==> config.mk <==
export PLATFORM = sky130hd
export DESIGN_NAME = uart_bram_ctrl
export DESIGN_NICKNAME = d
export VERILOG_FILES = /design/src/uart_pkg.sv /design/src/uart_bram_ctrl.sv /design/src/uart_rx.sv /design/src/uart_tx.sv /design/src/byte_fifo.sv
export SDC_FILE = /design/constraint.sdc
export NUM_CORES = 1
export LEC_CHECK = 0
export BUFFER_PORTS_ARGS = -buffer_cell sky130_fd_sc_hd__buf_2
export CORE_MARGIN = 1
export CORE_UTILIZATION = 40
export DETAILED_ROUTE_END_ITERATION = 10
export PLACE_DENSITY = 0.66
export SETUP_SLACK_MARGIN = 0.5
export SLEW_MARGIN = 25
export SYNTH_ARGS = -nofsm -noshare
export SYNTH_HDL_FRONTEND = slang
export SYNTH_HIERARCHICAL = 1
export SYNTH_SLANG_ARGS = --single-unit
==> constraint.sdc <==
create_clock -name s_axis -period 8.4 [get_ports s_axis]
set_clock_uncertainty 0.1 [all_clocks]
set_input_delay 0.42 -clock s_axis [delete_from_list [all_inputs] [get_ports s_axis]]
set_output_delay 0.42 -clock s_axis [all_outputs]
set_load 0.03 [all_outputs]
==> src/uart_pkg.sv <==
/* shared widths, opcodes and word layouts of the mailbox UART; RAM words are 32 bits wide
   with 4 byte enables, and FIFO_DEPTH must be a power of two */
`default_nettype none

package uart_pkg;

    // ====================
    // sizes
    // ====================
    localparam int MEM_WIDTH      = 32;
    localparam int BYTE_NUM       = 4;
    localparam int ADDR_WIDTH     = 8;
    localparam int BYTE_WIDTH     = 8;
    localparam int DIV_WIDTH      = 16;
    localparam int FIFO_DEPTH     = 8;
    localparam int FIFO_PTR_WIDTH = $clog2(FIFO_DEPTH);
    localparam int FIFO_CNT_WIDTH = $clog2(FIFO_DEPTH + 1);
    localparam int FRAME_BITS     = BYTE_WIDTH + 3;       // start, data, parity, stop
    localparam int BIT_CNT_WIDTH  = $clog2(FRAME_BITS);

    localparam logic [ADDR_WIDTH-1:0] CMD_ADDR      = ADDR_WIDTH'(0);
    localparam logic [ADDR_WIDTH-1:0] RESULT_ADDR   = ADDR_WIDTH'(1);
    localparam logic [DIV_WIDTH-1:0]  MIN_DIVIDER   = DIV_WIDTH'(4);
    localparam logic [DIV_WIDTH-1:0]  RESET_DIVIDER = DIV_WIDTH'(16);

    typedef enum logic [7:0] {
        OP_NONE       = 8'd0,
        OP_SET_DIV    = 8'd1,
        OP_SET_PARITY = 8'd2,
        OP_TX         = 8'd3,
        OP_RX         = 8'd4
    } opcode_e;

    typedef enum logic [1:0] {
        PAR_NONE = 2'd0,
        PAR_EVEN = 2'd1,
        PAR_ODD  = 2'd2
    } parity_e;

    typedef struct packed {
        logic [DIV_WIDTH-1:0] clk_divider;  // clocks per bit
        parity_e              parity;
    } uart_regs_t;

    typedef struct packed {
        logic [BYTE_WIDTH-1:0] data;
        logic                  par_err;     // always 0 towards the transmitter
    } uart_byte_t;

    // ====================
    // mailbox words
    // ====================
    typedef struct packed {
        opcode_e                opcode;
        logic [7:0]             reserved;
        logic [DIV_WIDTH-1:0]   arg;
    } cmd_word_t;

    typedef struct packed {
        logic                   rx_valid;
        logic                   par_err;
        logic [21:0]            reserved;
        logic [BYTE_WIDTH-1:0]  data;
    } result_word_t;

    typedef union packed {
        cmd_word_t    cmd;
        result_word_t result;
    } mem_word_u;

endpackage

`default_nettype wire
==> src/uart_bram_ctrl.sv <==
/* owns the single RAM port and polls the command word; setting changes wait until both
   UART blocks are idle, and unknown opcodes are acknowledged without effect */
`timescale 1ns/1ps
`default_nettype none

module uart_bram_ctrl (
    input  logic                            s_axis,
    input  logic                            arst_n_i,

    input  logic                            uart_rx_i,
    output logic                            uart_tx_o,

    input  logic [uart_pkg::MEM_WIDTH-1:0]  data_i,
    output logic [uart_pkg::MEM_WIDTH-1:0]  data_o,
    output logic [uart_pkg::ADDR_WIDTH-1:0] addr_o,
    output logic [uart_pkg::BYTE_NUM-1:0]   wr_en_o
);
    import uart_pkg::*;

    typedef enum logic [2:0] {
        POLL,
        DECODE,
        WAIT_IDLE,
        PUSH,
        RESULT,
        ACK
    } state_e;

    state_e               state_q;
    cmd_word_t            cmd_q;
    uart_regs_t           regs_q;
    mem_word_u            rd_word;
    mem_word_u            wr_word;
    logic [DIV_WIDTH-1:0] div_arg;
    parity_e              par_arg;
    logic                 tx_idle;
    logic                 rx_idle;

    uart_byte_t tx_push_data;
    logic       tx_push_valid;
    logic       tx_push_ready;
    uart_byte_t tx_stream_data;
    logic       tx_stream_valid;
    logic       tx_stream_ready;
    uart_byte_t rx_stream_data;
    logic       rx_stream_valid;
    logic       rx_stream_ready;
    uart_byte_t rx_pop_data;
    logic       rx_pop_valid;
    logic       rx_pop_ready;

    assign rd_word = data_i;
    assign div_arg = (cmd_q.arg < MIN_DIVIDER) ? MIN_DIVIDER : cmd_q.arg;

    always_comb begin
        case (cmd_q.arg[1:0])
            2'd1:    par_arg = PAR_EVEN;
            2'd2:    par_arg = PAR_ODD;
            default: par_arg = PAR_NONE;                  // code 3 is taken as no parity
        endcase
    end

    // ====================
    // mailbox FSM
    // ====================
    always_ff @(posedge s_axis) begin
        if (state_q == DECODE) cmd_q <= rd_word.cmd;
    end

    always_ff @(posedge s_axis or negedge arst_n_i) begin
        if (!arst_n_i) begin
            state_q <= POLL;
            regs_q  <= '{clk_divider: RESET_DIVIDER, parity: PAR_NONE};
        end else begin
            case (state_q)
                POLL: state_q <= DECODE;                  // data_i holds word 0 next cycle
                DECODE: begin
                    case (rd_word.cmd.opcode)
                        OP_NONE:                   state_q <= POLL;
                        OP_SET_DIV, OP_SET_PARITY: state_q <= WAIT_IDLE;
                        OP_TX:                     state_q <= PUSH;
                        OP_RX:                     state_q <= RESULT;
                        default:                   state_q <= ACK;
                    endcase
                end
                WAIT_IDLE: begin
                    if (tx_idle && rx_idle) begin
                        if (cmd_q.opcode == OP_SET_DIV) regs_q.clk_divider <= div_arg;
                        else                            regs_q.parity      <= par_arg;
                        state_q <= ACK;
                    end
                end
                PUSH: begin
                    if (tx_push_ready) state_q <= ACK;    // valid stays up while the FIFO is full
                end
                RESULT:  state_q <= ACK;
                default: state_q <= POLL;
            endcase
        end
    end

    always_comb begin
        addr_o  = CMD_ADDR;
        wr_en_o = '0;
        wr_word = '0;
        case (state_q)
            RESULT: begin
                addr_o  = RESULT_ADDR;
                wr_en_o = '1;
                if (rx_pop_valid) begin
                    wr_word.result.rx_valid = 1'b1;
                    wr_word.result.par_err  = rx_pop_data.par_err;
                    wr_word.result.data     = rx_pop_data.data;
                end
            end
            ACK:     wr_en_o = '1;                        // zero word clears the command
            default: wr_en_o = '0;
        endcase
    end

    assign data_o = wr_word;

    assign tx_push_data  = '{data: cmd_q.arg[BYTE_WIDTH-1:0], par_err: 1'b0};
    assign tx_push_valid = (state_q == PUSH);
    assign rx_pop_ready  = (state_q == RESULT);

    // ====================
    // datapath
    // ====================
    byte_fifo i_fifo_tx (
        .s_axis      (s_axis         ),
        .arst_n_i    (arst_n_i       ),
        .in_data_i   (tx_push_data   ),
        .in_valid_i  (tx_push_valid  ),
        .in_ready_o  (tx_push_ready  ),
        .out_data_o  (tx_stream_data ),
        .out_valid_o (tx_stream_valid),
        .out_ready_i (tx_stream_ready)
    );

    uart_tx i_uart_tx (
        .s_axis     (s_axis         ),
        .arst_n_i   (arst_n_i       ),
        .regs_i     (regs_q         ),
        .tx_data_i  (tx_stream_data ),
        .tx_valid_i (tx_stream_valid),
        .tx_ready_o (tx_stream_ready),
        .uart_tx_o  (uart_tx_o      ),
        .idle_o     (tx_idle        )
    );

    uart_rx i_uart_rx (
        .s_axis     (s_axis         ),
        .arst_n_i   (arst_n_i       ),
        .regs_i     (regs_q         ),
        .uart_rx_i  (uart_rx_i      ),
        .rx_data_o  (rx_stream_data ),
        .rx_valid_o (rx_stream_valid),
        .rx_ready_i (rx_stream_ready),
        .idle_o     (rx_idle        )
    );

    byte_fifo i_fifo_rx (
        .s_axis      (s_axis         ),
        .arst_n_i    (arst_n_i       ),
        .in_data_i   (rx_stream_data ),
        .in_valid_i  (rx_stream_valid),
        .in_ready_o  (rx_stream_ready),
        .out_data_o  (rx_pop_data    ),
        .out_valid_o (rx_pop_valid   ),
        .out_ready_i (rx_pop_ready   )
    );

    a_wr_en_all_or_none: assert property (@(posedge s_axis) disable iff (!arst_n_i)
        (wr_en_o == '0) || (wr_en_o == '1));

    a_divider_min: assert property (@(posedge s_axis) disable iff (!arst_n_i)
        regs_q.clk_divider >= MIN_DIVIDER);

endmodule

`default_nettype wire

==> src/uart_rx.sv <==
/* samples each bit at its centre after a half-bit start check; the stop bit is not checked,
   and a byte is only offered when the FIFO can take it, otherwise it is lost */
`timescale 1ns/1ps
`default_nettype none

module uart_rx (
    input  logic                 s_axis,
    input  logic                 arst_n_i,

    input  uart_pkg::uart_regs_t regs_i,

    input  logic                 uart_rx_i,

    output uart_pkg::uart_byte_t rx_data_o,
    output logic                 rx_valid_o,
    input  logic                 rx_ready_i,

    output logic                 idle_o
);
    import uart_pkg::*;

    typedef enum logic [2:0] {
        RX_IDLE,
        RX_START,
        RX_DATA,
        RX_PARITY,
        RX_STOP
    } rx_state_e;

    rx_state_e                state_q;
    logic [1:0]               sync_q;
    logic                     line_d_q;
    logic                     line;
    logic                     fall;
    logic                     tick;
    logic [DIV_WIDTH-1:0]     baud_cnt_q;
    logic [DIV_WIDTH-1:0]     div_q;
    parity_e                  par_q;
    logic [2:0]               bit_cnt_q;
    logic [BYTE_WIDTH-1:0]    data_q;
    logic                     par_err_q;
    logic                     valid_q;

    assign line = sync_q[1];
    assign fall = line_d_q & ~line;
    assign tick = (baud_cnt_q == '0);

    // ====================
    // frame settings and payload
    // ====================
    always_ff @(posedge s_axis) begin
        if (state_q == RX_IDLE) begin
            div_q     <= regs_i.clk_divider;              // frozen for the whole frame
            par_q     <= regs_i.parity;
            par_err_q <= 1'b0;
        end
        if (state_q == RX_DATA && tick) begin
            data_q <= {line, data_q[BYTE_WIDTH-1:1]};     // LSB arrives first
        end
        if (state_q == RX_PARITY && tick) begin
            par_err_q <= (^data_q) ^ line ^ (par_q == PAR_ODD);
        end
    end

    // ====================
    // frame FSM
    // ====================
    always_ff @(posedge s_axis or negedge arst_n_i) begin
        if (!arst_n_i) begin
            sync_q     <= 2'b11;
            line_d_q   <= 1'b1;
            state_q    <= RX_IDLE;
            baud_cnt_q <= '0;
            bit_cnt_q  <= '0;
            valid_q    <= 1'b0;
        end else begin
            sync_q   <= {sync_q[0], uart_rx_i};
            line_d_q <= line;
            valid_q  <= 1'b0;

            if (state_q == RX_IDLE) begin
                baud_cnt_q <= (regs_i.clk_divider >> 1) - 1'b1;   // half a bit to the centre
            end else if (tick) begin
                baud_cnt_q <= div_q - 1'b1;
            end else begin
                baud_cnt_q <= baud_cnt_q - 1'b1;
            end

            case (state_q)
                RX_IDLE: begin
                    if (fall) state_q <= RX_START;
                end
                RX_START: begin
                    if (tick) begin
                        bit_cnt_q <= '0;
                        state_q   <= line ? RX_IDLE : RX_DATA;     // glitch, not a start bit
                    end
                end
                RX_DATA: begin
                    if (tick) begin
                        bit_cnt_q <= bit_cnt_q + 1'b1;
                        if (bit_cnt_q == 3'(BYTE_WIDTH - 1)) begin
                            state_q <= (par_q == PAR_NONE) ? RX_STOP : RX_PARITY;
                        end
                    end
                end
                RX_PARITY: begin
                    if (tick) state_q <= RX_STOP;
                end
                default: begin
                    if (tick) begin
                        valid_q <= rx_ready_i;
                        state_q <= RX_IDLE;
                    end
                end
            endcase
        end
    end

    assign rx_data_o  = '{data: data_q, par_err: par_err_q};
    assign rx_valid_o = valid_q;
    assign idle_o     = (state_q == RX_IDLE);

    a_valid_one_cycle: assert property (@(posedge s_axis) disable iff (!arst_n_i)
        rx_valid_o |=> !rx_valid_o);

endmodule

`default_nettype wire

==> src/uart_tx.sv <==
/* one start bit, 8 data bits LSB first, optional parity, one stop bit; the divider is
   captured when a byte is taken, so a frame keeps one speed throughout */
`timescale 1ns/1ps
`default_nettype none

module uart_tx (
    input  logic                 s_axis,
    input  logic                 arst_n_i,

    input  uart_pkg::uart_regs_t regs_i,

    input  uart_pkg::uart_byte_t tx_data_i,
    input  logic                 tx_valid_i,
    output logic                 tx_ready_o,

    output logic                 uart_tx_o,
    output logic                 idle_o
);
    import uart_pkg::*;

    logic                     busy_q;
    logic                     line_q;
    logic [FRAME_BITS-2:0]    shift_q;      // bits that follow the one on the line
    logic [BIT_CNT_WIDTH-1:0] bit_cnt_q;
    logic [DIV_WIDTH-1:0]     baud_cnt_q;
    logic [DIV_WIDTH-1:0]     div_q;
    logic                     load;
    logic                     par_bit;
    logic [FRAME_BITS-1:0]    frame;

    assign load = tx_valid_i & tx_ready_o;

    // even parity makes the count of ones even, odd makes it odd
    assign par_bit = (regs_i.parity == PAR_ODD) ? ~(^tx_data_i.data) : ^tx_data_i.data;

    assign frame = {1'b1,
                    (regs_i.parity == PAR_NONE) ? 1'b1 : par_bit,
                    tx_data_i.data,
                    1'b0};

    always_ff @(posedge s_axis) begin
        if (load) begin
            shift_q <= frame[FRAME_BITS-1:1];
            div_q   <= regs_i.clk_divider;
        end else if (busy_q && baud_cnt_q == '0) begin
            shift_q <= shift_q >> 1;
        end
    end

    always_ff @(posedge s_axis or negedge arst_n_i) begin
        if (!arst_n_i) begin
            busy_q     <= 1'b0;
            line_q     <= 1'b1;
            bit_cnt_q  <= '0;
            baud_cnt_q <= '0;
        end else if (load) begin
            busy_q     <= 1'b1;
            line_q     <= frame[0];                       // start bit goes out at once
            bit_cnt_q  <= (regs_i.parity == PAR_NONE) ? BIT_CNT_WIDTH'(FRAME_BITS - 2)
                                                      : BIT_CNT_WIDTH'(FRAME_BITS - 1);
            baud_cnt_q <= regs_i.clk_divider - 1'b1;
        end else if (busy_q) begin
            if (baud_cnt_q != '0) begin
                baud_cnt_q <= baud_cnt_q - 1'b1;
            end else if (bit_cnt_q == '0) begin
                busy_q     <= 1'b0;                       // stop bit has had its full length
            end else begin
                line_q     <= shift_q[0];
                bit_cnt_q  <= bit_cnt_q - 1'b1;
                baud_cnt_q <= div_q - 1'b1;
            end
        end
    end

    assign tx_ready_o = ~busy_q;
    assign idle_o     = ~busy_q;
    assign uart_tx_o  = line_q;

    a_idle_line_high: assert property (@(posedge s_axis) disable iff (!arst_n_i)
        idle_o |-> uart_tx_o);

endmodule

`default_nettype wire

==> src/byte_fifo.sv <==
/* single-clock byte FIFO with valid/ready on both sides; the output is read straight from
   the register array, so a written entry shows up on the next cycle */
`timescale 1ns/1ps
`default_nettype none

module byte_fifo (
    input  logic                 s_axis,
    input  logic                 arst_n_i,

    input  uart_pkg::uart_byte_t in_data_i,
    input  logic                 in_valid_i,
    output logic                 in_ready_o,

    output uart_pkg::uart_byte_t out_data_o,
    output logic                 out_valid_o,
    input  logic                 out_ready_i
);
    import uart_pkg::*;

    uart_byte_t                mem_q [FIFO_DEPTH];
    logic [FIFO_PTR_WIDTH-1:0] wr_ptr_q;
    logic [FIFO_PTR_WIDTH-1:0] rd_ptr_q;
    logic [FIFO_CNT_WIDTH-1:0] count_q;
    logic                      push;
    logic                      pop;

    assign in_ready_o  = (count_q != FIFO_CNT_WIDTH'(FIFO_DEPTH));
    assign out_valid_o = (count_q != '0);
    assign out_data_o  = mem_q[rd_ptr_q];

    assign push = in_valid_i & in_ready_o;
    assign pop  = out_valid_o & out_ready_i;

    always_ff @(posedge s_axis) begin
        if (push) begin
            mem_q[wr_ptr_q] <= in_data_i;
        end
    end

    always_ff @(posedge s_axis or negedge arst_n_i) begin
        if (!arst_n_i) begin
            wr_ptr_q <= '0;
            rd_ptr_q <= '0;
            count_q  <= '0;
        end else begin
            if (push) wr_ptr_q <= wr_ptr_q + 1'b1;      // wraps, depth is a power of two
            if (pop)  rd_ptr_q <= rd_ptr_q + 1'b1;
            case ({push, pop})
                2'b10:   count_q <= count_q + 1'b1;
                2'b01:   count_q <= count_q - 1'b1;
                default: count_q <= count_q;
            endcase
        end
    end

    a_count_bound: assert property (@(posedge s_axis) disable iff (!arst_n_i)
        count_q <= FIFO_CNT_WIDTH'(FIFO_DEPTH));

    a_out_stable: assert property (@(posedge s_axis) disable iff (!arst_n_i)
        out_valid_o && !out_ready_i |=> $stable(out_data_o));

endmodule

`default_nettype wire

==> results of run 1 <==
[final cells by class]
| type | count | area, sq um | share of cell area [%] |
|---|---|---|---|
| clock inverter | 18 | 242.7 | 1.525 |
| sequential | 302 | 8621 | 54.15 |
| inverter | 26 | 110.1 | 0.6916 |
| clock buffer | 39 | 815.8 | 5.124 |
| multi-input combinational | 636 | 5052 | 31.73 |
| timing repair buffer | 73 | 510.5 | 3.206 |
| tap | 455 | 569.3 | 3.576 |
[routing by layer]
layer,routed length [um],up-vias,GRT usage (%),part of all wire [%]
li1,-,3909,-,-
met1,12780,4192,21.33,46
met2,13090,196,25.10,47
met3,1219,26,2.153,4.4
met4,479,0,3.908,1.7
met5,0,-,0,0
[per-stage QoR]
| step | hold WS (ns) | worst slack [ns] |
|---|---|---|
| after floorplan | 0.02441 | 4.585 |
| after global placement | 0.2464 | 4.873 |
| after detailed placement | 0.2481 | 4.834 |
| after CTS | 0.2263 | 4.826 |
| after global routing | 0.2460 | 4.516 |
| final | 0.2385 | 4.798 |
[registers in the layout (all words and copies together) (netlist names), 3 cells and up]
name / count
i_uart_tx/shift_q: 10
i_fifo_tx/wr_ptr_q: 3
i_uart_rx/data_q: 8
i_fifo_rx/mem_q: 72
i_uart_rx/bit_cnt_q: 3
regs_q: 18
i_uart_rx/state_q: 3
i_fifo_tx/rd_ptr_q: 3
i_uart_rx/baud_cnt_q: 16
i_uart_tx/baud_cnt_q: 16
i_uart_tx/div_q: 16
state_q: 3
i_fifo_tx/mem_q: 64
cmd_q: 24
i_uart_tx/bit_cnt_q: 4
i_fifo_rx/rd_ptr_q: 3
i_uart_rx/div_q: 16
i_fifo_tx/count_q: 4
i_fifo_rx/count_q: 4
i_fifo_rx/wr_ptr_q: 3
[final timing paths]
path                                           from                  endpoint  slack, ns  depth (start not counted)
max                        i_uart_tx/baud_cnt_q[14]  i_uart_tx/baud_cnt_q[10]       4.80                          8
min                                        arst_n_i    i_uart_tx/bit_cnt_q[1]       0.24                          2
max reg2reg                i_uart_tx/baud_cnt_q[14]  i_uart_tx/baud_cnt_q[10]       4.80                          8
min reg2reg                     i_uart_rx/sync_q[0]       i_uart_rx/sync_q[1]       0.26                          0
max in group asynchronous                  arst_n_i     i_fifo_tx/rd_ptr_q[0]       6.72                          3
min in group s_axis             i_uart_rx/sync_q[0]       i_uart_rx/sync_q[1]       0.26                          0
[power by group]
group	leakage (nW)	switching, W	internal, W
Combinational	2.27	0.000473	0.000370
Sequential	3.01	0.000174	0.00178
Clock	0.510	0.000571	0.000845
Total	5.79	0.00122	0.00299
[worst reg2reg max path: stages, from the launching register on]
cell,delay [ns]
dfrtp_1,0.41
or4_4,0.57
nor4_4,0.38
buf_4,0.30
and2_2,0.22
a21o_1,0.71
clkinv_1,0.53
nand4_1,0.19
nand3_1,0.09
==> flow_summary.json, run 1 <==
{
  "finalSetupViolations": 0,
  "place_area_sq_um": 14600,
  "mostFrequentLayoutCells": "edfxtp_1, nand2_1, dfrtp_1",
  "final_cell_count_no_fill": 1549,
  "total_length_of_routed_wires_um": 27570,
  "finalCriticalPeriod_ns": 3.602,
  "share_of_post_route_cells_with_drive_strength_above_1_pct": 19.01,
  "io-pin-count": 80,
  "final_design_area_no_fill_sq_um": 15920,
  "layout.cells.most_common": "edfxtp_1",
  "timing_hold_violations_final": 0,
  "max_clock_freq_ghz": 0.2777,
  "grt_util_all_layers_pct": 15.30,
  "dp_hpwl_um": 17760,
  "placedCellCount": 1466,
  "worst-path-max-fanout": 28,
  "avgRoutedWirePerCell_um": 17.80,
  "gp_routability_congestion": 0.8368,
  "fp-row-count": 68,
  "power_leakage_nw": 5.790,
  "cp.required_ns": 8.75,
  "tritoncts": "yes",
  "slew_of_the_pin_with_the_lowest_slew_margin_ns": 1.051,
  "syn_avg_cell_area_sq_um": 14.05,
  "p_per_area_nw_per_um2": 264.4,
  "setup-tns-final_ns": 0,
  "critical_path.max_stage_delay_ns": 0.71,
  "wire_length_of_the_first_global_routing_pass_um": 43840,
  "slew_headroom_pct": 29.66,
  "via_count_of_the_first_global_routing_pass": 8145,
  "ctsResizeCount": 0,
  "report.power.total_w": 0.004209,
  "critPathCaptureType": "register",
  "dr.first_iter.drc_count": 590,
  "portBuffers": 42,
  "die_h_um": 190.6,
  "timing.setup.critical_path_class": "register to register",
  "cpLargestDelayFamily": "simple AND/OR/NAND/NOR gates",
  "clk-insertion-delay-late_ns": 0.57,
  "numCtsBuffers": 31,
  "arrival_worst_endpoint_ns": 3.95,
  "initial_core_util_pct": 40.87,
  "max-vdd-ir-drop_uv": 152.5,
  "setup_repair_after_global_routing_missed_its_margin": "no",
  "fin_util_pct": 45.75,
  "globalRoute.totalOverflow": 0,
  "postRouteAntennaNets": 0,
  "clk_pin_slew_worst_paths_ns": 0.06,
  "run_status": "finished clean",
  "post_cts.repair.setup_buffers": 0,
  "number_of_hold_buffers_added_after_cts": 26,
  "detail_route.first_pass.iterations": 4,
  "synth_warnings": 6,
  "viasPerCell": 5.373,
  "cp-start-kind": "register",
  "die_w_um": 190.6,
  "mappedNetlistArea_sq_um": 14220,
  "post-route-period-util_pct": 42.88,
  "maxCapViolations": 0,
  "fp.dieArea_sq_um": 36310,
  "crit_path_top_delay_cell": "a21o_1",
  "grt_max_degree": 64,
  "hold_path.class": "input port to async pin",
  "buffers_inverters_on_critical_path": 2,
  "antenna_found_initial": 0,
  "ctsLongestPathBuffers": 3,
  "coreArea_sq_um": 34800,
  "crit_path_cell_trace": "or4_4 -> nor4_4 -> buf_4 -> and2_2 -> a21o_1 -> clkinv_1 -> nand4_1 -> nand3_1",
  "finalMaxSlewViolations": 0,
  "htreeDepth": 1,
  "area_delta_synth_final_pct": 11.95,
  "synth_cells": 1012,
  "detailroute.via_count": 8323,
  "cts.sink_count": 302,
  "fin_nets": 1122,
  "antennaDiodeCount": 0,
  "drcViolationCount": 0,
  "filler_cell_count": 3016,
  "clockRootBuffer": "clkbuf_16"
}
Power figures use the tool's default switching activity.
==> inputs of run 2 (changes only) <==
- ABC_AREA: unset -> 1
- PLACE_DENSITY: 0.66 -> 0.68
- clock period: 8.4 -> 3 ns (I/O delays scaled with it)
==> run 2 against run 1 <==
Net effect:
- the run now ends with DRC left
- area after synthesis grew 3.0%
- maximum frequency grew 53%
- setup slack lost 4.2 ns
- first-iteration DRC count grew 10%
- clock-buffer cell count grew 3
- clock power grew to 2.9 times the previous value
- non-clock buffer count grew 36
- final cell count grew 36%
- register-to-register slack lost 4.2 ns
- utilization grew 1.1 points
- worst hold slack lost 0.085 ns
- largest cell class unchanged
- largest power group unchanged
==> flow_summary.json, run 2 <==
{
  "fin_nets": 1673,
  "initial_core_util_pct": 40.88,
  "wire_length_of_the_first_global_routing_pass_um": 49560,
  "die_h_um": 193.4,
  "share_of_post_route_cells_with_drive_strength_above_1_pct": 15.49,
  "largestRegisters": "i_fifo_rx/mem_q (72), i_fifo_tx/mem_q (64), cmd_q (24)",
  "ff2ff_path_depth": 10,
  "finalSetupViolations": 0,
  "critPathCaptureType": "register",
  "synth_warnings": 6,
  "synth_cells": 1524,
  "syn_avg_cell_area_sq_um": 9.611,
  "worst-path-max-fanout": 14,
  "via_count_of_the_first_global_routing_pass": 9994,
  "grt_max_degree": 73,
  "run_status": "finished, violations left",
  "avgRoutedWirePerCell_um": 14.51,
  "timing.setup.critical_path_class": "register to register",
  "drcViolationCount": 5,
  "total_length_of_routed_wires_um": 30580,
  "mappedNetlistArea_sq_um": 14650,
  "hold_path.class": "input port to async pin",
  "filler_cell_count": 3249,
  "p_per_area_nw_per_um2": 865.1,
  "crit_path_top_delay_cell": "dfrtp_4",
  "cp.required_ns": 3.26,
  "finalMaxSlewViolations": 0,
  "worst_slack_ns": 0.6417,
  "portBuffers": 42,
  "cp-start-kind": "register",
  "mostFrequentLayoutCells": "nand2_1, edfxtp_1, nor2_1",
  "ctsLongestPathBuffers": 3,
  "tritoncts": "yes",
  "setup.reg_to_reg.worst_slack_ns": 0.64,
  "io-pin-count": 80,
  "post-route-period-util_pct": 78.61,
  "dp_hpwl_um": 19470,
  "cp-startpoint": "i_fifo_tx/rd_ptr_q[0]",
  "detailroute.via_count": 10210,
  "cts.sink_count": 302,
  "dr.first_iter.drc_count": 649,
  "detailedPlace.worstSlack_ns": 0.4073,
  "clk-insertion-delay-late_ns": 0.52,
  "layout.cells.most_common": "nand2_1",
  "antennaDiodeCount": 0,
  "grt_util_all_layers_pct": 16.30,
  "fp-row-count": 69,
  "clk_pin_slew_worst_paths_ns": 0.06,
  "buffers_inverters_on_critical_path": 1,
  "slew_of_the_pin_with_the_lowest_slew_margin_ns": 0.8961,
  "largest_reg_flops": 72,
  "crit_path_cell_trace": "clkbuf_16 -> o21ai_0 -> o21ai_1 -> nand2_1 -> nand2_1 -> xnor2_1 -> xor2_1 -> xnor2_1 -> or2_2 -> a31oi_1",
  "finalCriticalPeriod_ns": 2.358,
  "regToRegStartpoint": "i_fifo_tx/rd_ptr_q[0]",
  "antenna_found_initial": 0,
  "cpLargestDelayFamily": "flip-flops",
  "detail_route.first_pass.iterations": 9,
  "arrival_worst_endpoint_ns": 2.61,
  "top_register": "i_fifo_rx/mem_q",
  "worstSetupPathDepth": 10,
  "worstReg2RegEnd": "i_uart_tx/shift_q[8]",
  "max-vdd-ir-drop_uv": 630.2,
  "fp.dieArea_sq_um": 37390,
  "setup_repair_after_global_routing_missed_its_margin": "yes",
  "slew_headroom_pct": 40.04,
  "htreeDepth": 2,
  "clockRootBuffer": "clkbuf_16",
  "die_w_um": 193.4,
  "violations": "DRC",
  "globalRoute.totalOverflow": 0,
  "numCtsBuffers": 34,
  "fin_util_pct": 46.81,
  "critical_path.max_stage_delay_ns": 0.58,
  "maxCapViolations": 0,
  "area_delta_synth_final_pct": 14.51,
  "timing_hold_violations_final": 0,
  "coreArea_sq_um": 35830,
  "postRouteAntennaNets": 0,
  "max_clock_freq_ghz": 0.4240,
  "setup-tns-final_ns": 0,
  "power_leakage_nw": 7.271,
  "viasPerCell": 4.845,
  "gp_routability_congestion": 0.8563
}
[run 2: worst max path at each step]
stage / endpoint / slack [ns]
6_report: i_uart_tx/shift_q[8] / 0.64
5_1_grt: i_uart_tx/baud_cnt_q[14] / 0.48
4_1_cts: i_uart_tx/baud_cnt_q[9] / 0.51
3_5_place_dp: i_uart_tx/baud_cnt_q[15] / 0.41
3_3_place_gp: i_uart_tx/baud_cnt_q[15] / 0.47
2_1_floorplan: regs_q[9] / 0.67
[run 2: layout make-up]
cell class / count / area, sq um / share of cell area, %
multi-input combinational: 1034 / 5021 / 29.94
timing repair buffer: 109 / 875.8 / 5.222
sequential: 302 / 8630 / 51.45
clock inverter: 19 / 195.2 / 1.164
clock buffer: 42 / 912.1 / 5.438
timing repair inverter: 2 / 16.27 / 0.09698
inverter: 138 / 545.5 / 3.253
tap: 461 / 576.8 / 3.439
[run 2: what timing repair did]
action                                  in CTS  in global routing
gates resized for setup                      5                 28
pin swaps                                    1                 10
hold endpoints to repair                    77                  0
endpoints found under the setup margin      14                 18
setup buffers                                6                  7
hold buffers                                26                  0
gates cloned                                 1                  4
[run 2: routing by layer]
layer	track usage (%)	wire (um)	vias up
met5	0	0	-
met1	21.03	13340	4823
met3	2.615	1720	56
met4	5.007	713	0
met2	28.14	14810	275
li1	-	-	5054
[run 2: report_power, final]
part	internal (W)	leakage, nW	total, W	switching [W]
Sequential	0.00521	3.08	0.00577	0.000562
Clock	0.00243	0.536	0.00411	0.00168
Combinational	0.00169	3.66	0.00463	0.00294
[run 2: worst register-to-register path: stages (launching register included)]
cell and delay [ns]:
dfrtp_4 0.58, clkbuf_16 0.22, o21ai_0 0.16, o21ai_1 0.09, nand2_1 0.06, nand2_1 0.10
xnor2_1 0.19, xor2_1 0.19, xnor2_1 0.12, or2_2 0.28, a31oi_1 0.13
[run 2: through the flow]
stage	power, W	instances	hold WS (ns)	instance area (sq um)
global placement	0.01000	2002	0.1657	15110
finish	0.01451	2107	0.1535	16770
CTS	0.01435	2096	0.1818	16540
detailed placement	0.01015	2002	0.1675	15110
global route	0.01546	2107	0.2257	16770
floorplan	0.009364	1552	-0.2456	14750
